[src/design/arithCodecPkg.sv]
// coder constants and types for a 14-bit precision, 257-symbol encoder; widths change only with precision
`default_nettype none

package arithCodecPkg;

    localparam int precision = 14;
    localparam int numSymbols = 257;                  // bytes plus end of message
    localparam int eofSymbol = 256;

    localparam int wholeRange = 1 << (precision - 1); // 8192
    localparam int halfRange = wholeRange / 2;
    localparam int quarterRange = wholeRange / 4;
    localparam int threeQuarters = 3 * quarterRange;
    localparam int freqLimit = quarterRange - 1;      // total that starts a halving

    localparam int wordBits = 32;

    typedef logic [$clog2(numSymbols)-1:0] symbol_t;
    typedef logic [precision-4:0] freq_t;             // frequency or cumulative bound
    typedef logic [precision-1:0] bound_t;            // interval bound, holds wholeRange itself
    typedef logic [2*precision-2:0] product_t;        // width times bound, also the dividend
    typedef logic [6:0] pending_t;                    // deferred opposite bits
    typedef logic [wordBits-1:0] word_t;
    typedef logic [2:0] byteCount_t;

endpackage

`default_nettype wire
[src/design/bitStreamIf.sv]
// coded bits from interval coder to packer; the coder must not send a bit or a flush while wordFull is high
`timescale 1ns/1ps
`default_nettype none

interface bitStreamIf;

    logic bitValid;  // one bit per pulse
    logic bitValue;
    logic flush;     // pulse after the final bit of a message
    logic wordFull;  // a word is out and not yet read
    logic flushDone; // last word of the message has been read

    modport coder (
        output bitValid,
        output bitValue,
        output flush,
        input  wordFull
    );

    modport packer (
        input  bitValid,
        input  bitValue,
        input  flush,
        output wordFull,
        output flushDone
    );

endinterface

`default_nettype wire

[src/design/bitPacker.sv]
// packs bits from bit 0 upward into 32-bit words; partial words only at a flush, unused bits read as 0
`timescale 1ns/1ps
`default_nettype none

module bitPacker
    import arithCodecPkg::*;
(
    input  wire logic  clk,
    input  wire logic  rstn,
    input  wire logic  readSuccess,
    output logic       resultReady,
    output byteCount_t validOutputBytes,
    output word_t      out,
    bitStreamIf.packer bits
);

    typedef enum logic [1:0] {collect, present, waitRelease} packState_t;

    packState_t state;
    logic [$clog2(wordBits)-1:0] bitPos;
    logic lastWord; // presented word closes the message

    assign resultReady = (state == present);
    assign bits.wordFull = (state != collect);
    assign bits.flushDone = (state == waitRelease && !readSuccess && lastWord)
                            || (state == collect && bits.flush && bitPos == '0);

    always_ff @(posedge clk) begin
        if (!rstn) begin
            state <= collect;
            bitPos <= '0;
            out <= '0;
            validOutputBytes <= '0;
            lastWord <= 1'b0;
        end else begin
            case (state)
                collect: begin
                    if (bits.bitValid) begin
                        out[bitPos] <= bits.bitValue;
                        bitPos <= bitPos + 1'b1; // wraps to 0 on a full word
                        if (int'(bitPos) == wordBits - 1) begin
                            validOutputBytes <= byteCount_t'(wordBits / 8);
                            lastWord <= 1'b0;
                            state <= present;
                        end
                    end else if (bits.flush && bitPos != '0) begin
                        validOutputBytes <= byteCount_t'((int'(bitPos) + 7) / 8); // started bytes
                        lastWord <= 1'b1;
                        state <= present;
                    end
                end
                present: begin
                    if (readSuccess) begin
                        out <= '0;
                        bitPos <= '0;
                        state <= waitRelease;
                    end
                end
                default: if (!readSuccess) state <= collect;
            endcase
        end
    end

    noBitWhileFull: assert property (@(posedge clk) disable iff (!rstn)
        (bits.bitValid || bits.flush) |-> !bits.wordFull);

endmodule

`default_nettype wire

[src/flat_wrapper.sv]
// flat-port wrapper written by rule: the top's interface ports become plain ports
module bitPacker_flat import arithCodecPkg::*;
  (clk, rstn, readSuccess, resultReady, validOutputBytes, out, bits_bitValid, bits_bitValue, bits_flush, bits_wordFull, bits_flushDone);
  bitStreamIf bits_i ();
  input  wire logic clk;
  input  wire logic rstn;
  input  wire logic readSuccess;
  output logic resultReady;
  output byteCount_t validOutputBytes;
  output word_t out;
  input wire logic [$bits(bits_i.bitValid)-1:0] bits_bitValid;
  input wire logic [$bits(bits_i.bitValue)-1:0] bits_bitValue;
  input wire logic [$bits(bits_i.flush)-1:0] bits_flush;
  output wire logic [$bits(bits_i.wordFull)-1:0] bits_wordFull;
  output wire logic [$bits(bits_i.flushDone)-1:0] bits_flushDone;
  assign bits_i.bitValid = bits_bitValid;
  assign bits_i.bitValue = bits_bitValue;
  assign bits_i.flush = bits_flush;
  assign bits_wordFull = bits_i.wordFull;
  assign bits_flushDone = bits_i.flushDone;
  bitPacker u_core (.clk(clk), .rstn(rstn), .readSuccess(readSuccess), .resultReady(resultReady), .validOutputBytes(validOutputBytes), .out(out), .bits(bits_i));
endmodule
[config.mk]
export PLATFORM = sky130hd
export DESIGN_NAME = bitPacker_flat
export DESIGN_NICKNAME = d
export VERILOG_FILES = /design/src/design/arithCodecPkg.sv /design/src/design/bitStreamIf.sv /design/src/design/bitPacker.sv /design/src/flat_wrapper.sv
export SDC_FILE = /design/constraint.sdc
export NUM_CORES = 1
export LEC_CHECK = 0
export BUFFER_PORTS_ARGS = -buffer_cell sky130_fd_sc_hd__buf_2
export CAP_MARGIN = 20
export CORE_UTILIZATION = 35
export DETAILED_ROUTE_END_ITERATION = 10
export GPL_TIMING_DRIVEN = 1
export SKIP_LAST_GASP = 1
export SYNTH_ARGS = -nofsm -noshare
export SYNTH_HDL_FRONTEND = slang
export SYNTH_SLANG_ARGS = --single-unit
[constraint.sdc]
create_clock -name clk -period 2 [get_ports clk]
set_clock_uncertainty 0.1 [all_clocks]
set_input_delay 0.4 -clock clk [delete_from_list [all_inputs] [get_ports clk]]
set_output_delay 0.4 -clock clk [all_outputs]
set_load 0.02 [all_outputs]
==> impl_metrics.py <==
metrics = {
    "setup_path": {
        "crit_chain": "inv_2, ha_4, nand3_1, o22a_1, nor2_1, buf_4",
        "criticalPathCategory": "flip-flop to output pin",
        "critical-path-top-delay-family": "flip-flops",
        "worst-path-stages": 6,
        "critPathCaptureType": "output pin",
        "critPathMaxFanout": 4,
        "crit_path_start_kind": "flip-flop",
        "slowest_stage": "dfxtp_4",
        "worstPathArrival_ns": 1.39,
        "cp.buffers_inverters": 2,
        "reg2reg_depth": 7,
        "cp_data_required_time_ns": 1.50,
        "cpPeakStageDelay_ns": 0.37,
    },
    "clock_network": {
        "cts.sinks": 43,
        "htreeDepth": 2,
        "cts_buffers": 5,
        "clock_path_buffers": 2,
        "clock_latency_ns": 0.29,
        "cts_tree": "done",
        "cts_root_buf": "clkbuf_8",
        "cts.clk_slew.worst_paths_ns": 0.08,
    },
    "detailed_routing": {
        "routedWlPerCell_um": 13.9,
        "antenna_left": 0,
        "drt_iter0_markers": 111,
        "totalWireLength_um": 4840,
        "vias_per_cell": 5.10,
        "vias": 1769,
        "drc": 0,
        "drtPass1Iterations": 4,
    },
    "global_route": {
        "grt_pass1_wl_um": 8000,
        "grt_overflow": 0,
        "grt_pass1_vias": 1615,
        "grtUsageTotal_pct": 16.5,
        "antenna_found_initial": 0,
        "grt_max_degree": 23,
    },
    "floorplanning": {
        "dieArea_mm2": 0.00617,
        "num_rows": 27,
        "ios": 44,
        "initial_utilization_pct": 36.8,
        "dieHeight_um": 78.5,
        "die_width_um": 78.5,
        "coreArea_mm2": 0.00557,
    },
    "pwr": {
        "p_per_area_mw_per_mm2": 759,
        "sw_frac_of_total_pct": 24.3,
        "pwr-share-comb_pct": 12.4,
        "leakagePower_nw": 1.16,
        "total_power_mw": 1.93,
        "pwr-share-seq_pct": 46.0,
        "p_int_mw": 1.46,
        "ir_worst_vdd_uv": 485,
        "p_switching_mw": 0.468,
        "clkPwrFrac_pct": 41.6,
    },
    "cells_and_area": {
        "nNetsFinal": 286,
        "layout-drive-gt1-share_pct": 28.4,
        "mostFrequentLayoutCell": "nand2_1",
        "synthToLayoutAreaGrowth_pct": 23.8,
        "final_area_mm2": 0.00254,
        "final_cell_mix": "43 x nand2_1, 42 x buf_2, 40 x dfxtp_1, 18 x o211ai_1, 18 x o31ai_1",
        "diodes": 0,
        "fin_cells": 347,
    },
    "logic_synthesis": {
        "syn_avg_cell_area_um2": 9.15,
        "ys.flop_type": "dfxtp_1",
        "synth_area_leaders": "dfxtp_1 42%, mux2i_1 8.3%, nand2_1 7.9%",
        "synth_warnings": 0,
        "ys_ff_latch": 43,
        "synth_top_area_share_pct": 42.0,
        "synthCells": 224,
        "syn_nets": 236,
        "synth_edf_count": 0,
        "yosysUniqueCellTypes": 39,
        "seq_area_frac_synth_pct": 42.0,
        "synth_area_leader_cell": "dfxtp_1",
        "async_reset_ff_share_pct": 0,
        "syn_area_mm2": 0.00205,
    },
    "sta": {
        "final_max_slew_viol_count": 0,
        "tightest_slew_ns": 0.513,
        "rsz0062_at_grt": "no",
        "fin_crit_ns": 1.89,
        "fmax_mhz": 528,
        "slew_headroom_pct": 65.7,
        "hold_viol_final": 0,
        "setup-tns-final_ns": 0,
        "hold_ws_ns": 0.302,
        "period_share_pct": 94.7,
        "setup_viol": 0,
    },
    "place": {
        "io_buffer_count": 43,
        "place_congestion": 0.861,
        "placed_cell_area_mm2": 0.00235,
        "placedCellCount": 336,
        "dp_hpwl_um": 3430,
    },
    "min_path": {
        "holdPathStages": 3,
        "hold_path_class": "primary input to flip-flop",
    },
    "run_status": {
        "status": "completed",
    },
    "run": {
        "drv_cap": 0,
    },
}
==> timing repair <==
item / 4_1_cts / 5_1_grt
gates resized for setup: 2 / 9
setup endpoints to repair: 1 / 2
endpoints found under the hold margin: 0 / 0
pin swaps: 0 / 1
buffers inserted: 0 / 3
hold buffers: 0 / 0
cloned: 0 / 0
==> path summary, 6_finish.rpt <==
kind,start,endpoint,slack [ns]
worst min register to register,u_core.out[9],u_core.out[9],0.36
worst max-delay path,u_core.bitPos[0],bits_flushDone,0.11
worst min-delay path,bits_flush,u_core.validOutputBytes[1],0.30
worst max register to register,u_core.bitPos[0],u_core.state[0],0.26
==> cell families after synthesis <==
family                   count (synthesis)  synth area share (%)
multiplexers                            18                  8.85
flip-flops                              43                  42.0
adder cells (fa/ha/maj)                  6                  3.66
AND/OR/NAND/NOR                         85                  20.7
XOR/XNOR                                 2                 0.855
AO/OA/AOI/OAI                           52                  19.3
buffers and inverters                   18                  4.64
==> synth_stat cells (3+ instances only) <==
master	number
dfxtp_1	43
nand2_1	43
o211ai_1	18
o31ai_1	18
mux2i_1	17
nor2_1	9
buf_2	7
ha_1	6
nand3_1	6
inv_1	5
and2_1	4
nand2b_1	4
o21ai_0	4
and2b_1	3
clkbuf_1	3
nand3b_1	3
nor3b_1	3
==> worst min-delay path, stage by stage <==
cell     delay, ns
buf_2         0.12
nand4_1       0.06
o21ai_0       0.06
==> routing by layer <==
metal  GRT usage (%)  share of wire [%]  wire length [um]
met1            23.4                 50              2410
met4            5.93                1.1                51
met5               0                  0                 0
met2            24.2                 45              2170
met3            3.72                4.3               208
==> sequential cells by signal (all words and copies together) (netlist names) <==
register,flops
u_core.state,2
u_core.validOutputBytes,3
u_core.lastWord,1
u_core.out,32
u_core.bitPos,5
==> layout make-up <==
cell class                 instances  area [um^2]
clock buffer                       6         72.6
clock inverter                     2         60.1
fill                             570         3040
inverter                           5         18.8
multi-input combinational        163         1110
sequential                        43          870
tap                               72         90.1
timing repair buffer              56          315
==> power by group through the flow <==
| stage | clock (mW) | sequential [mW] | combinational, mW |
|---|---|---|---|
| floorplan | 0 | 0.904 | 0.160 |
| global placement | 0 | 0.905 | 0.219 |
| detailed placement | 0 | 0.906 | 0.220 |
| CTS | 0.820 | 0.887 | 0.221 |
| global route | 0.852 | 0.887 | 0.265 |
| finish | 0.801 | 0.885 | 0.239 |
==> per-stage QoR <==
stage	setup WS, ns	utilization, %
after floorplan	0.150	-
after global placement	0.291	42.2
after detailed placement	0.164	42.2
after CTS	0.00721	44.6
after global routing	0.00242	45.5
final	0.105	45.5
No activity file was read; power rests on OpenSTA's default activity.
