===== src/design/arithCodecPkg.sv =====
// coder constants and types for a 14-bit precision, 257-symbol encoder; widths change only with precision
`default_nettype none

package arithCodecPkg;

    localparam int precision = 14;
    localparam int numSymbols = 257;                  // bytes plus end of message
    localparam int eofSymbol = 256;

    localparam int wholeRange = 1 << (precision - 1); // 8192
    localparam int halfRange = wholeRange / 2;
    localparam int quarterRange = wholeRange / 4;
    localparam int threeQuarters = 3 * quarterRange;
    localparam int freqLimit = quarterRange - 1;      // total that starts a halving

    localparam int wordBits = 32;

    typedef logic [$clog2(numSymbols)-1:0] symbol_t;
    typedef logic [precision-4:0] freq_t;             // frequency or cumulative bound
    typedef logic [precision-1:0] bound_t;            // interval bound, holds wholeRange itself
    typedef logic [2*precision-2:0] product_t;        // width times bound, also the dividend
    typedef logic [6:0] pending_t;                    // deferred opposite bits
    typedef logic [wordBits-1:0] word_t;
    typedef logic [2:0] byteCount_t;

endpackage

`default_nettype wire

===== src/design/bitStreamIf.sv =====
// coded bits from interval coder to packer; the coder must not send a bit or a flush while wordFull is high
`timescale 1ns/1ps
`default_nettype none

interface bitStreamIf;

    logic bitValid;  // one bit per pulse
    logic bitValue;
    logic flush;     // pulse after the final bit of a message
    logic wordFull;  // a word is out and not yet read
    logic flushDone; // last word of the message has been read

    modport coder (
        output bitValid,
        output bitValue,
        output flush,
        input  wordFull
    );

    modport packer (
        input  bitValid,
        input  bitValue,
        input  flush,
        output wordFull,
        output flushDone
    );

endinterface

`default_nettype wire


===== src/design/intervalCoder.sv =====
// narrows [a, b) per symbol and rescales; cumulative bounds and lastSymbol must hold until codeDone
`timescale 1ns/1ps
`default_nettype none

module intervalCoder
    import arithCodecPkg::*;
(
    input  wire logic  clk,
    input  wire logic  rstn,
    input  wire logic  clear,
    input  wire logic  codeStart,
    input  wire logic  lastSymbol,
    input  wire freq_t cumLow,
    input  wire freq_t cumHigh,
    input  wire freq_t total,
    output logic       codeDone,
    bitStreamIf.coder  bits
);

    typedef enum logic [2:0] {
        coderIdle, divHigh, divLow, rescale, emitPending, emitLast, emitFlush
    } coderState_t;

    coderState_t state;
    bound_t a, b, w;
    pending_t s;
    product_t dividend, lowProduct, quotient;
    logic divStart, divDone;
    logic oppBit;  // value of the deferred bits
    logic tail;    // deferred bits close the message
    logic lowerHalf, upperHalf, middle;

    assign w = b - a;
    assign lowerHalf = b < halfRange;
    assign upperHalf = a > halfRange;
    assign middle = a > quarterRange && b < threeQuarters;

    seqDivider divider_i (
        .clk,
        .rstn,
        .divStart,
        .dividend,
        .divisor(total),
        .quotient,
        .divDone
    );

    assign bits.bitValid = !bits.wordFull && ((state == rescale && (lowerHalf || upperHalf))
                           || state == emitPending || state == emitLast);
    assign bits.bitValue = (state == emitPending) ? oppBit
                         : (state == emitLast) ? (a > quarterRange) : !lowerHalf;
    assign bits.flush = !bits.wordFull && state == emitFlush;

    always_ff @(posedge clk) begin
        if (!rstn) begin
            state <= coderIdle;
            divStart <= 1'b0;
            codeDone <= 1'b0;
        end else begin
            divStart <= 1'b0;
            codeDone <= 1'b0;
            case (state)
                coderIdle: begin
                    if (codeStart) begin
                        divStart <= 1'b1; // upper bound first
                        state <= divHigh;
                    end
                end
                divHigh: begin
                    if (divDone) begin
                        divStart <= 1'b1;
                        state <= divLow;
                    end
                end
                divLow: if (divDone) state <= rescale;
                rescale: begin
                    if (!bits.wordFull) begin
                        if (!(lowerHalf || upperHalf || middle)) begin
                            if (lastSymbol) begin
                                state <= emitLast;
                            end else begin
                                codeDone <= 1'b1;
                                state <= coderIdle;
                            end
                        end else if ((lowerHalf || upperHalf) && s != '0) begin
                            state <= emitPending;
                        end
                    end
                end
                emitPending: begin
                    if (!bits.wordFull && s == pending_t'(1)) begin
                        state <= tail ? emitFlush : rescale;
                    end
                end
                emitLast: if (!bits.wordFull) state <= emitPending;
                default: if (!bits.wordFull) state <= coderIdle; // flush sent
            endcase
        end
    end

    always_ff @(posedge clk) begin
        if (clear) begin
            a <= '0;
            b <= bound_t'(wholeRange);
            s <= '0;
            tail <= 1'b0;
        end else begin
            case (state)
                coderIdle: begin
                    if (codeStart) begin
                        dividend <= product_t'(w) * cumHigh;
                        lowProduct <= product_t'(w) * cumLow;
                    end
                end
                divHigh: begin
                    if (divDone) begin
                        b <= a + bound_t'(quotient); // a still holds the old start
                        dividend <= lowProduct;
                    end
                end
                divLow: if (divDone) a <= a + bound_t'(quotient);
                rescale: begin
                    if (!bits.wordFull) begin
                        if (lowerHalf) begin
                            a <= a << 1;
                            b <= b << 1;
                            oppBit <= 1'b1;
                        end else if (upperHalf) begin
                            a <= bound_t'((a - halfRange) << 1);
                            b <= bound_t'((b - halfRange) << 1);
                            oppBit <= 1'b0;
                        end else if (middle) begin
                            a <= bound_t'((a - quarterRange) << 1);
                            b <= bound_t'((b - quarterRange) << 1);
                            s <= s + 1'b1;
                        end
                    end
                end
                emitPending: if (!bits.wordFull) s <= s - 1'b1;
                emitLast: begin
                    if (!bits.wordFull) begin
                        s <= s + 1'b1; // s + 1 opposite bits end the message
                        oppBit <= (a <= quarterRange);
                        tail <= 1'b1;
                    end
                end
                default: ;
            endcase
        end
    end

    intervalOrdered: assert property (@(posedge clk) disable iff (!rstn || clear)
        state == rescale |-> a < b);

endmodule

`default_nettype wire


===== src/design/seqDivider.sv =====
// restoring divider, one quotient bit per cycle; divDone comes 28 cycles after divStart, divisor nonzero
`timescale 1ns/1ps
`default_nettype none

module seqDivider
    import arithCodecPkg::*;
(
    input  wire logic     clk,
    input  wire logic     rstn,
    input  wire logic     divStart,
    input  wire product_t dividend,
    input  wire freq_t    divisor,
    output product_t      quotient,
    output logic          divDone
);

    localparam int steps = $bits(product_t);

    freq_t divisorReg;
    freq_t remainder;
    logic [4:0] stepsLeft;
    logic busy;
    logic [$bits(freq_t):0] trial;

    assign trial = {remainder, quotient[steps-1]}; // next dividend bit shifted in

    always_ff @(posedge clk) begin
        if (!rstn) begin
            busy <= 1'b0;
            divDone <= 1'b0;
            stepsLeft <= '0;
        end else begin
            divDone <= 1'b0;
            if (divStart) begin
                busy <= 1'b1;
                stepsLeft <= 5'(steps);
            end else if (busy) begin
                stepsLeft <= stepsLeft - 5'd1;
                if (stepsLeft == 5'd1) begin
                    busy <= 1'b0;
                    divDone <= 1'b1; // last quotient bit lands on this edge
                end
            end
        end
    end

    // quotient bits replace dividend bits from the bottom
    always_ff @(posedge clk) begin
        if (divStart) begin
            quotient <= dividend;
            remainder <= '0;
            divisorReg <= divisor;
        end else if (busy) begin
            if (trial >= {1'b0, divisorReg}) begin
                remainder <= freq_t'(trial - {1'b0, divisorReg});
                quotient <= {quotient[steps-2:0], 1'b1};
            end else begin
                remainder <= freq_t'(trial);
                quotient <= {quotient[steps-2:0], 1'b0};
            end
        end
    end

    divisorNonZero: assert property (@(posedge clk) disable iff (!rstn)
        divStart |-> divisor != '0);

endmodule

`default_nettype wire


===== src/flat_wrapper.sv =====
// flat-port wrapper written by rule: the top's interface ports become plain ports
module intervalCoder_flat import arithCodecPkg::*;
  (clk, rstn, clear, codeStart, lastSymbol, cumLow, cumHigh, total, codeDone, bits_bitValid, bits_bitValue, bits_flush, bits_wordFull);
  bitStreamIf bits_i ();
  input  wire logic clk;
  input  wire logic rstn;
  input  wire logic clear;
  input  wire logic codeStart;
  input  wire logic lastSymbol;
  input  wire freq_t cumLow;
  input  wire freq_t cumHigh;
  input  wire freq_t total;
  output logic codeDone;
  output wire logic [$bits(bits_i.bitValid)-1:0] bits_bitValid;
  output wire logic [$bits(bits_i.bitValue)-1:0] bits_bitValue;
  output wire logic [$bits(bits_i.flush)-1:0] bits_flush;
  input wire logic [$bits(bits_i.wordFull)-1:0] bits_wordFull;
  assign bits_bitValid = bits_i.bitValid;
  assign bits_bitValue = bits_i.bitValue;
  assign bits_flush = bits_i.flush;
  assign bits_i.wordFull = bits_wordFull;
  intervalCoder u_core (.clk(clk), .rstn(rstn), .clear(clear), .codeStart(codeStart), .lastSymbol(lastSymbol), .cumLow(cumLow), .cumHigh(cumHigh), .total(total), .codeDone(codeDone), .bits(bits_i));
endmodule

===== config.mk =====
export PLATFORM = sky130hd
export DESIGN_NAME = intervalCoder_flat
export DESIGN_NICKNAME = d
export VERILOG_FILES = /design/src/design/arithCodecPkg.sv /design/src/design/bitStreamIf.sv /design/src/design/intervalCoder.sv /design/src/design/seqDivider.sv /design/src/flat_wrapper.sv
export SDC_FILE = /design/constraint.sdc
export NUM_CORES = 1
export LEC_CHECK = 0
export ABC_CLOCK_PERIOD_IN_PS = 8600
export BUFFER_PORTS_ARGS = -buffer_cell sky130_fd_sc_hd__clkbuf_2
export CAP_MARGIN = 40
export CORE_UTILIZATION = 40
export DETAILED_ROUTE_END_ITERATION = 6
export PLACE_DENSITY = 0.56
export SETUP_SLACK_MARGIN = 0.4
export SYNTH_ARGS = -nofsm -noshare
export SYNTH_HDL_FRONTEND = slang
export SYNTH_SLANG_ARGS = --single-unit

===== constraint.sdc =====
create_clock -name clk -period 8.6 [get_ports clk]
set_input_delay 0 -clock clk [delete_from_list [all_inputs] [get_ports clk]]
set_output_delay 0 -clock clk [all_outputs]
set_load 0.05 [all_outputs]

==> results.toml <==
[outcome]
status = "complete, no violations"

[worst_setup_path]
rr_worst_depth = 26
path_max_fanout = 8
required_ns = 8.78
criticalPathCategory = "reg -> reg"
crit_arrival_ns = 7.83
critPathLaunchType = "register"
crit_path_end_kind = "register"

[grt]
grt_pass1_vias = 14400
antenna_found_initial = 0
grt_remaining_overflow = 0
grt_pass1_wl_um = 76100
grt.total_usage_pct = 20.3
grt_max_degree = 56

[pwr]
vdd_drop_max_uv = 146
p_leak_uw = 0.00928
finalPower_uw = 3460
p_per_area_nw_per_um2 = 169

[synth]
synth-edff-count = 89
syn-cell-area_um2 = 18800
syn_area_per_cell_um2 = 9.16
synth_cell_type_count = 76
synth-seq-cells = 148
yosysTopAreaCell = "fa_1"
synth-seq-area-share_pct = 20.5
synthCells = 2048
synthTopCellsByArea = "fa_1 23%, edfxtp_1 14%, ha_1 11%"
synth_nets = 2474
ys_warn_count = 0
synth_top_area_share_pct = 23.2
synth_top_flop_cell = "edfxtp_1"
synthArstFlopShare_pct = 0

[floorplan]
initial_core_util_pct = 40.9
io_pins = 43
die_h_um = 219
die_area_um2 = 47800
die_w_um = 219
core_area_um2 = 45900
rows = 78

[sta]
fmax_mhz = 131
whs_ns = 0.0342
setup_violations = 0
finalHoldViolCount = 0
finalCritPeriodShare_pct = 89.0
worst_pin_slew_ns = 0.846
slew-limit-headroom_pct = 43.1
maxSlewViolCount = 0
setup_tns_ns = 0
period_needed_ns = 7.66
finalClockSkew_ns = 0.0183
rsz0062_at_grt = "no"

[clock_tree]
root_buffer = "clkbuf_16"
clock_sinks = 148
cts_tree = "yes"
clockBufferDepth = 2
cts_resized = 0
cts_made_buffers = 17
htreeDepth = 4
clock_latency_ns = 0.45
clk_pin_slew_worst_paths_ns = 0.07

[drt]
postRouteAntennaNets = 0
routed_wl_um = 46600
detail_route.wl_per_cell_um = 17.5
drtIter0Drc = 741
drt_pass1_iterations = 5
viasPerCell = 5.33
vias = 14200
drcViolationCount = 0

[layout]
fin_util_pct = 44.6
nNetsFinal = 2484
layout_commonest_cell = "inv_1"
diodes = 0
area_growth_pct = 9.12
final_cell_mix = "263 x inv_1, 217 x nand2_1, 217 x fa_1, 170 x ha_1, 111 x nor2_1"
layout-drive-gt1-share_pct = 8.74

[worst_hold_path]
whs_path_depth = 2
min_path_type = "in -> reg"

[placement]
place_hpwl_um = 35900
gp_congestion = 0.815
port_buffers = 42

[job]
cap_violations = 0
[stage by stage]
step           setup WS [ns]  instances  area, um2
5_1_grt                0.521       2671      20500
2_1_floorplan           1.47       2048      18800
4_1_cts                0.826       2667      20400
3_5_place_dp           0.865       2620      19700
6_report               0.944       2671      20500
3_3_place_gp           0.944       2617      19600
[what timing repair did]
item,in CTS,in global routing
endpoints found under the setup margin,0,1
hold buffers,15,0
endpoints found under the hold margin,22,0
buffers inserted,0,4
[power by group]
group,internal [uW],switching (uW),total (uW)
clock network,439,329,768
logic,675,975,1650
registers,946,93.4,1040
total,2060,1400,3460
[metal layers]
layer  GRT usage, %  vias up  share of wire, %
li1               -     6780                 -
met1           26.3     7175                45
met2           35.1      220                49
met3           2.31       50               2.9
met4           6.67        0               2.7
met5              0        -                 0
[registers in the layout (all words and copies together) (netlist names)]
| name | flops |
|---|---|
| u_core.lowProduct | 25 |
| u_core.divider_i.divisorReg | 11 |
| u_core.s | 7 |
| u_core.divider_i.stepsLeft | 5 |
| u_core.divider_i.quotient | 27 |
| u_core.codeDone | 1 |
| u_core.a | 14 |
| u_core.tail | 1 |
| u_core.dividend | 25 |
| u_core.state | 3 |
| u_core.divider_i.busy | 1 |
| u_core.oppBit | 1 |
| u_core.b | 14 |
| u_core.divider_i.divDone | 1 |
| u_core.divider_i.remainder | 11 |
| u_core.divStart | 1 |
[synthesized netlist by cell type (42+ instances only)]
master    instances
fa_1            217
a21oi_1          92
mux2_2           42
ha_1            170
nor2b_1          67
nand2_1         217
inv_1           263
o21ai_0          62
and2_1          109
nor2_1          112
nand2b_1         79
xnor2_1          48
clkbuf_1         84
edfxtp_1         89
dfxtp_1          59
[worst max-delay path: stages, from the launching register on]
cell      delay, ns
dfxtp_1        0.46
inv_1          0.12
ha_1           0.27
nor2b_1        0.15
o31a_1         0.26
o21a_1         0.18
o21ai_0        0.15
nand2b_1       0.09
a21oi_2        0.31
buf_4          0.26
mux2_2         0.37
fa_1           0.50
fa_1           0.52
inv_1          0.05
fa_1           0.46
fa_1           0.54
inv_1          0.05
fa_1           0.52
inv_1          0.04
ha_1           0.35
and2_1         0.23
a221o_1        0.33
a41o_1         0.25
a41oi_1        0.49
a21oi_1        0.16
xnor2_1        0.18
a21oi_1        0.09
[area by class of cell]
type                       count  area (um2)
fill                        4542       25400
inverter                     264         991
multi-input combinational   1538       13600
clock buffer                  19         443
tap                          600         751
clock inverter                13         144
timing repair buffer          89         673
sequential                   148        3850
[kinds of logic (layout without fill, tap and decap cells)]
kind of cell	count (synthesis)	in the layout	synth area share, %
DFF	148	148	20.5
buffers and inverters	362	385	7.31
adders and majority gates	387	387	34.5
and+or+nand+nor	685	685	18.6
muxes	80	80	4.55
xor gates and xnor gates	75	75	3.50
AOI/OAI and AO/OA	311	311	11.0
[final timing paths]
kind / from / endpoint / slack, ns
min reg2reg: u_core.b[0] / u_core.b[0] / 0.47
min: clear / u_core.tail / 0.03
max reg2reg: u_core.a[1] / u_core.dividend[20] / 0.94
max: u_core.a[1] / u_core.dividend[20] / 0.94
Power figures use the tool's default switching activity.
