`src/design/arithCodecPkg.sv`:
```
// coder constants and types for a 14-bit precision, 257-symbol encoder; widths change only with precision
`default_nettype none

package arithCodecPkg;

    localparam int precision = 14;
    localparam int numSymbols = 257;                  // bytes plus end of message
    localparam int eofSymbol = 256;

    localparam int wholeRange = 1 << (precision - 1); // 8192
    localparam int halfRange = wholeRange / 2;
    localparam int quarterRange = wholeRange / 4;
    localparam int threeQuarters = 3 * quarterRange;
    localparam int freqLimit = quarterRange - 1;      // total that starts a halving

    localparam int wordBits = 32;

    typedef logic [$clog2(numSymbols)-1:0] symbol_t;
    typedef logic [precision-4:0] freq_t;             // frequency or cumulative bound
    typedef logic [precision-1:0] bound_t;            // interval bound, holds wholeRange itself
    typedef logic [2*precision-2:0] product_t;        // width times bound, also the dividend
    typedef logic [6:0] pending_t;                    // deferred opposite bits
    typedef logic [wordBits-1:0] word_t;
    typedef logic [2:0] byteCount_t;

endpackage

`default_nettype wire
```
`src/design/encoderControl.sv`:
```
// message sequencing; the first symbol comes with start, later ones through the request handshake
`timescale 1ns/1ps
`default_nettype none

module encoderControl
    import arithCodecPkg::*;
(
    input  wire logic    clk,
    input  wire logic    rstn,
    input  wire logic    start,
    input  wire symbol_t inputBits,
    input  wire logic    newBitsProvided,
    input  wire logic    modelBusy,
    input  wire logic    codeDone,
    input  wire logic    flushDone,
    output logic         idle,
    output logic         newBitsRequested,
    output symbol_t      symbol,
    output logic         clear,
    output logic         codeStart,
    output logic         lastSymbol,
    output logic         modelUpdate
);

    typedef enum logic [2:0] {
        ctrlIdle, startCode, coding, updateModel, modelWait, requestNext, providedWait
    } ctrlState_t;

    ctrlState_t state;

    assign idle = (state == ctrlIdle);
    assign clear = (state == ctrlIdle); // model and interval back to uniform between messages
    assign codeStart = (state == startCode);
    assign modelUpdate = (state == updateModel);
    assign newBitsRequested = (state == requestNext);
    assign lastSymbol = (symbol == symbol_t'(eofSymbol));

    always_ff @(posedge clk) begin
        if (!rstn) begin
            state <= ctrlIdle;
        end else begin
            case (state)
                ctrlIdle: if (start) state <= startCode;
                startCode: state <= coding;
                coding: begin
                    if (lastSymbol && flushDone) begin
                        state <= ctrlIdle; // final word read
                    end else if (!lastSymbol && codeDone) begin
                        state <= updateModel;
                    end
                end
                updateModel: state <= modelWait;
                modelWait: if (!modelBusy) state <= requestNext;
                requestNext: if (newBitsProvided) state <= providedWait;
                default: if (!newBitsProvided) state <= startCode;
            endcase
        end
    end

    always_ff @(posedge clk) begin
        if ((state == ctrlIdle && start) || (state == requestNext && newBitsProvided)) begin
            symbol <= inputBits;
        end
    end

endmodule

`default_nettype wire

```
`config.mk`:
```
export PLATFORM = sky130hd
export DESIGN_NAME = encoderControl
export DESIGN_NICKNAME = d
export VERILOG_FILES = /design/src/design/arithCodecPkg.sv /design/src/design/encoderControl.sv
export SDC_FILE = /design/constraint.sdc
export NUM_CORES = 1
export LEC_CHECK = 0
export ABC_AREA = 0
export BUFFER_PORTS_ARGS = -buffer_cell sky130_fd_sc_hd__buf_4
export CAP_MARGIN = 25
export CORE_MARGIN = 1.5
export CORE_UTILIZATION = 42
export DETAILED_ROUTE_END_ITERATION = 6
export PLACE_DENSITY = 0.76
export SYNTH_ARGS = -nofsm -noshare
export SYNTH_HDL_FRONTEND = slang
export SYNTH_SLANG_ARGS = --single-unit
```
`constraint.sdc`:
```
create_clock -name clk -period 2.2 [get_ports clk]
set_input_delay 0.22 -clock clk [delete_from_list [all_inputs] [get_ports clk]]
set_output_delay 0.22 -clock clk [all_outputs]
set_load 0.02 [all_outputs]
```
==> results of run 1 <==
placed cells by master (no fill, tap or decap), drive strengths merged:
cell type  count
a21oi          4
nor2b          1
mux2           1
and3b          1
nor3           3
buf           31
o21bai         1
o211ai         1
clkbuf         4
or3            1
nand2          4
nor2           6
nor4b          1
nand2b         2
nor3b          3
a31oi          3
o21ai          3
dfxtp          3
or2            1
or4b           1
edfxtp         9
flip-flops by register name, indices dropped and copies added, names as in the netlist:
| name | flops |
|---|---|
| state | 3 |
| symbol | 9 |
area by class of cell:
type,instances,area share
multi-input cells,37,0.262
clock buffers,4,0.0433
repair buffers,31,0.278
flip-flops and latches,12,0.395
well taps,15,0.0224
through the flow:
step           setup WS, ns  hold WS, ns  total power [mW]  area (um2)  std cells
4_1_cts               0.534        0.113             0.780         837         99
3_5_place_dp          0.814        0.399             0.605         801         95
6_report              0.536        0.117             0.776         837         99
5_1_grt               0.478        0.106             0.821         837         99
3_3_place_gp          0.833        0.398             0.598         801         95
2_1_floorplan         0.653        0.319             0.505         577         53
where the power goes:
group          internal, mW  switching, mW
Combinational         0.124          0.135
Sequential            0.290         0.0502
Clock                 0.101         0.0755
kinds of logic after synthesis:
group           Yosys count
simple gates             24
compound gates           12
buf+inv                   4
flops                    12
mux                       1
final timing paths:
path                                   start         end  cells after the start  slack (ns)
worst min-delay path            inputBits[0]   symbol[0]                      1        0.12
worst max-delay path               symbol[4]  lastSymbol                      4        0.54
worst max register to register      state[1]    state[0]                      4        0.79
worst min register to register      state[2]    state[1]                      2        0.67
critical path, cell delays in order, from the launching register on:
cell and delay, ns:
edfxtp_1 0.39, nor4b_1 0.34, nand2_1 0.15, nor2_1 0.14, buf_4 0.15
routing by layer:
metal  routed length (um)  vias up  global-route usage
li1                     -      258                   -
met1                  521      229               0.232
met2                  644       25               0.302
met3                   91        4              0.0556
met4                   25        0               0.129
met5                    0        -                   0
==> reports/qor.csv, run 1 <==
metric;value;unit
start_util;0.449;
drt_iter0_drc;16;
synth_mux_area_frac;0.0195;
synth_common_cells;edfxtp_1 (9), nor2_1 (6), a21oi_1 (4), nand2_1 (4);
synth_seq_cells;12;
gp_congestion;0.655;
cp_data_arrival_time;1.44;ns
clk_latency;0.27;ns
fin_crit;1.66;ns
min_path_type;primary input to flip-flop;
status;finished, final reports clean;
path_max_fanout;3;
io_pins;31;
synth-compound-area-share;0.119;
numCtsBuffers;3;
port_buffers;30;
synth_top_family_by_area;simple AND/OR/NAND/NOR gates;
dr.pass1.iters;4;
fin_crit_sh;0.756;
ys_seq_area_frac;0.573;
post_cts_buffers;0;
h-tree-depth;1;
core-area;1280;um2
die_h;40.1;um
synthSimpleGateAreaFrac;0.241;
fin_tns_setup;0;ns
synth_edf_count;9;
tightest_slew;0.438;ns
fin_nets;101;
dieArea;1600;um2
setup-violations-final;0;
core.rowCount;13;
end_kind;output pin;
synth.top_cells.by_area;edfxtp_1 (47%), dfxtp_1 (10%), buf_4 (3.9%);
drive_gt1_frac;0.440;
cts_sinks;12;
netlist_area;577;um2
hold_viol_final;0;
grt_first_pass_wirelength;1930;um
yosys_most_used_dff;edfxtp_1;
cp_data_required_time;1.98;ns
synth-xor-area-share;0;
multi_input_area;219;um2
crit_type;flip-flop to output pin;
vias;516;
maxCapViolCount;0;
grt_usage;0.195;
grt_max_degree;16;
syn_avg_cell_area;10.9;um2
synth_nets;69;
max-slew-margin-rel;0.708;
synth.most_common_cell;edfxtp_1;
skew;0.00299;ns
cts_buffer_depth;2;
yosys_warnings;0;
wl_per_cell;13.0;um
drc;0;
grt_pass1_vias;437;
register_area;330;um2
area_delta_synth_final;45.1;%
yosysTopAreaCell;edfxtp_1;
cts_tree;done;
synth_cell_types;23;
powerDensity;927;nW/um2
vdd_ir_drop_max;512;uV
post_cts_resized;0;
overflow;0;
drv_slew;0;
cellLeakagePower;0.349;nW
ant_nets;0;
ys_async_sr_fraction;0;
clkTransAtPathRegs;0.08;ns
diodes;0;
rsz0062_at_grt;no;
ctsHoldBuffers;0;
yosys.area_share.adder;0;
nFillCells;117;
netlist_instances;53;
finalWirelength;1280;um
utilization;0.651;
critPathLaunchType;flip-flop;
fp.dieW;40.1;um
vias_per_cell;5.21;
synth_top_area_frac;0.469;
antenna_found_initial;0;
max_freq;0.601;GHz
ctsRootBufferMaster;clkbuf_4;
Note: power is estimated with default switching activity, not from simulation.
==> run 2: changes to the inputs <==
- clock period: 2.2 -> 1.6 ns (I/O delays scaled with it)
==> reports/qor.csv, run 2 (synthesis gave the netlist of run 1 again) <==
metric;value;unit;change
h-tree-depth;1;;unchanged
vdd_ir_drop_max;749;uV;+46%
gp_congestion;0.642;;-1.9%
critical_path.top_delay_family;simple AND/OR/NAND/NOR gates;;
rsz0062_at_grt;yes;;
setup-violations-final;0;;unchanged
largest_reg_flops;9;;unchanged
antenna_found_initial;0;;unchanged
core.rowCount;13;;unchanged
dieArea;1600;um2;unchanged
fin_crit;1.50;ns;
grt_util_met1;0.193;;-0.0386
max_freq;0.666;GHz;
hold_viol_final;0;;unchanged
cts_tree;done;;
vias;521;;+0.97%
dp.cells;96;;+1.1%
final_common_cell;buf_4;;
status;finished, final reports clean;;
drc;0;;unchanged
rrSetupSlack;0.26;ns;-0.53 ns
hold_path_startpoint;inputBits[6];;
path_cells;nor4b_2 -> nand2_1 -> nor2_1 -> buf_4;;
ctsHoldBuffers;0;;unchanged
drt_iter0_drc;12;;-4
drive_gt1_frac;0.453;;+0.0130
dr.pass1.iters;4;;unchanged
fin_crit_sh;0.938;;
end_kind;output pin;;
power;1.02;mW;+31%
overflow;0;;unchanged
rr_endpoint;symbol[4];;
grt_first_pass_wirelength;1660;um;-14%
grt_max_degree;16;;unchanged
final_area;848;um2;+1.3%
max-slew-margin-rel;0.684;;-0.0240
min_path_cells;1;;unchanged
holdPathEnd;symbol[6];;
top_register;symbol;;
cp_data_required_time;1.44;ns;-0.54 ns
worst-path-buf-inv;1;;unchanged
port_buffers;30;;unchanged
area_delta_synth_final;47.1;%;
clkTransAtPathRegs;0.07;ns;about the same
grt_pass1_vias;420;;-3.9%
cp_slowest_cell;edfxtp_1;;
vias_per_cell;5.16;;-1.0%
cts_sinks;12;;unchanged
grt_usage;0.165;;-0.0293
skew;0.00244;ns;-0.000546 ns
cp_data_arrival_time;1.34;ns;-0.10 ns
drv_slew;0;;unchanged
path_max_fanout;3;;unchanged
min_path_type;primary input to flip-flop;;
cellLeakagePower;0.354;nW;+1.4%
nFillCells;95;;-19%
final_cells;101;;+2.0%
finalWirelength;1160;um;-9.4%
placed_area;808;um2;+0.94%
io_pins;31;;unchanged
crit_type;flip-flop to output pin;;
start_util;0.449;;unchanged
cts_buffer_depth;2;;unchanged
ctsRootBufferMaster;clkbuf_4;;
grt_use_met2;0.242;;-0.0605
critPathLaunchType;flip-flop;;
numCtsBuffers;3;;unchanged
tightest_slew;0.474;ns;+0.0360 ns
powerDensity;1200;nW/um2;+30%
fp.dieW;40.1;um;unchanged
clk_latency;0.26;ns;about the same
reg_top3;symbol (9), state (3);;
fin_nets;103;;+2.0%
diodes;0;;unchanged
grt_use_met3;0.0944;;+0.0389
ant_nets;0;;unchanged
final_cell_mix;buf_4 (33), edfxtp_1 (9), nor2_1 (6), nand2_1 (4), a21oi_1 (4);;
dp_hpwl;886;um;
die_h;40.1;um;unchanged
maxCapViolCount;0;;unchanged
top_usage_layer;met2;;
reg2reg_from;state[2];;
wl_per_cell;11.5;um;-11%
crit_path_max_incr_delay;0.40;ns;about the same
worstRegToRegCells;4;;unchanged
core-area;1280;um2;unchanged
run 2: changes by cell type in the layout (fill, tap and decap cells not counted), sizes merged:
cell	delta
buf	+2
run 2: worst max path at each step:
| stage | from | endpoint | slack [ns] | cells after the start |
|---|---|---|---|---|
| after floorplan | state[2] | symbol[0] | 0.07 | 4 |
| after global placement | state[2] | symbol[5] | 0.27 | 4 |
| after detailed placement | state[2] | symbol[2] | 0.27 | 4 |
| after CTS | symbol[4] | lastSymbol | 0.04 | 4 |
| after global routing | symbol[7] | lastSymbol | -0.02 | 4 |
| final | symbol[7] | lastSymbol | 0.1 | 4 |
run 2: power by group:
part | switching (mW) | internal [mW] | total, mW | leakage (nW)
logic | 0.200 | 0.180 | 0.379 | 0.229
clock network | 0.0874 | 0.0964 | 0.184 | 0.0150
registers | 0.0555 | 0.400 | 0.455 | 0.110
total | 0.343 | 0.676 | 1.02 | 0.354
run 2: repair_timing:
item	in CTS	in global routing
resized for setup	0	1
buffers inserted	0	1
endpoints found under the setup margin	0	1
run 2: final cells by class:
| cell class | count | area (um2) | area share |
|---|---|---|---|
| multi-input cells | 37 | 225 | 0.265 |
| well taps | 15 | 18.8 | 0.0221 |
| flip-flops and latches | 12 | 330 | 0.389 |
| repair buffers | 33 | 248 | 0.292 |
| clock buffers | 4 | 26.3 | 0.0310 |
run 2: through the flow:
stage	setup slack, ns	TNS [ns]	util	hold slack, ns
floorplan	0.0653	0	-	0.259
global placement	0.266	0	0.629	0.338
detailed placement	0.270	0	0.629	0.340
CTS	0.0377	0	0.649	0.0615
global route	-0.0239	-0.0239	0.660	0.0523
finish	0.0996	0	0.660	0.0671
run 2: per-layer routing:
layer,wire (um),vias to the layer above
li1,-,261
met3,107,4
met5,0,-
met1,454,234
met4,15,0
met2,586,22
==> run 3: changes to the inputs <==
==> constraint.sdc (replaced) <==
create_clock -name clk -period 1.6 [get_ports clk]
set_input_delay 0.16 -clock clk [delete_from_list [all_inputs] [get_ports clk]]
set_output_delay 0.16 -clock clk [all_outputs]
set_load 0.01 [all_outputs]
==> reports/qor.csv, run 3 (synthesis gave the netlist of run 1 again) <==
metric;value;unit;change
status;finished, final reports clean;;
core.rowCount;13;;unchanged
reg_top3;symbol (9), state (3);;
drc;0;;unchanged
gp_congestion;0.623;;-3.1%
cp_data_required_time;1.44;ns;about the same
max_freq;0.653;GHz;-2.0%
wl_met3;86;um;-20%
grt_first_pass_wirelength;1810;um;+9.1%
maxCapViolCount;0;;unchanged
start_util;0.449;;unchanged
cellLeakagePower;0.354;nW;+0.14%
skew;0.000410;ns;-0.00203 ns
core-area;1280;um2;unchanged
min_path_type;primary input to flip-flop;;
overflow;0;;unchanged
grt_pass1_vias;451;;+7.4%
vdd_ir_drop_max;630;uV;-16%
max-slew-margin-rel;0.700;;+0.0158
drive_gt1_frac;0.453;;unchanged
h-tree-depth;1;;unchanged
clk_latency;0.27;ns;about the same
path_max_fanout;3;;unchanged
dieArea;1600;um2;unchanged
grt_usage;0.183;;+0.0176
critPathLaunchType;flip-flop;;
fin_tns_setup;0;ns;unchanged
fin_crit;1.53;ns;+0.0314 ns
numCtsBuffers;3;;unchanged
diodes;0;;unchanged
finalWirelength;1190;um;+1.9%
vias;510;;-2.1%
top_layer_used;met4;;
drt_iter0_drc;1;;-11
antenna_found_initial;0;;unchanged
die_h;40.1;um;unchanged
ant_nets;0;;unchanged
clkTransAtPathRegs;0.07;ns;about the same
dr.pass1.iters;3;;-1
met1_length;502;um;+11%
cts_sinks;12;;unchanged
hold_viol_final;0;;unchanged
area_delta_synth_final;47.1;%;unchanged
largest_reg_flops;9;;unchanged
io_pins;31;;unchanged
fin_crit_sh;0.957;;+0.0196
final_cell_mix;buf_4 (33), edfxtp_1 (9), nor2_1 (6), nand2_1 (4), a21oi_1 (4);;
wl_per_cell;11.7;um;+1.9%
ctsRootBufferMaster;clkbuf_4;;
setup-violations-final;0;;unchanged
end_kind;output pin;;
fin_nets;103;;unchanged
drv_slew;0;;unchanged
crit_type;flip-flop to output pin;;
tightest_slew;0.450;ns;-0.0236 ns
power;975;uW;-4.3%
top_register;symbol;;
cp_data_arrival_time;1.37;ns;+0.03 ns
port_buffers;30;;unchanged
met2_length;569;um;-2.9%
final_common_cell;buf_4;;
grt_max_degree;16;;unchanged
powerDensity;1150;nW/um2;-4.3%
cts_tree;done;;
fp.dieW;40.1;um;unchanged
vias_per_cell;5.05;;-2.1%
cts_buffer_depth;2;;unchanged
dp_hpwl;892;um;+0.65%
run 3: what timing repair did:
action,4_1_cts,5_1_grt
hold buffers,0,0
setup buffers,0,1
endpoints found under the setup margin,0,1
gates resized for setup,0,1
run 3: critical path: stages (launching register included):
cell and delay (ns):
edfxtp_1 0.42, nor4b_2 0.28, nand2_1 0.11, nor2_1 0.15
buf_4 0.14
run 3: layout make-up:
cell class | count | area (um2)
Sequential cell | 12 | 330
Tap cell | 15 | 18.8
Clock buffer | 4 | 26.3
Fill cell | 108 | 437
Timing Repair Buffer | 33 | 248
Multi-Input combinational cell | 37 | 225
run 3: routing by layer:
layer  up-vias  GRT usage
met4         0      0.103
met5         -          0
met1       223      0.200
li1        262          -
met2        20      0.286
met3         5     0.0889
run 3: final timing paths:
path,start,end,slack [ns],depth (start not counted)
worst max-delay path,symbol[4],lastSymbol,0.07,4
worst min-delay path,inputBits[8],symbol[8],0.06,1
worst max register to register,state[2],symbol[5],0.25,4
worst min register to register,state[2],state[1],0.68,2
run 3: through the flow:
step | utilization | std cells | instance area, um2 | hold slack [ns] | setup slack [ns]
4_1_cts | 0.649 | 100 | 835 | 0.0547 | 0.0343
2_1_floorplan | - | 53 | 577 | 0.259 | 0.0653
3_3_place_gp | 0.629 | 96 | 808 | 0.338 | 0.306
3_5_place_dp | 0.629 | 96 | 808 | 0.339 | 0.261
5_1_grt | 0.660 | 101 | 848 | 0.0498 | -0.00306
6_report | 0.660 | 101 | 848 | 0.0632 | 0.0683
run 3: report_power, final:
| group | total (mW) | switching, mW | internal (mW) | leakage, nW |
|---|---|---|---|---|
| Sequential | 0.456 | 0.0567 | 0.400 | 0.110 |
| Combinational | 0.331 | 0.150 | 0.181 | 0.230 |
| Clock | 0.188 | 0.0915 | 0.0966 | 0.0150 |
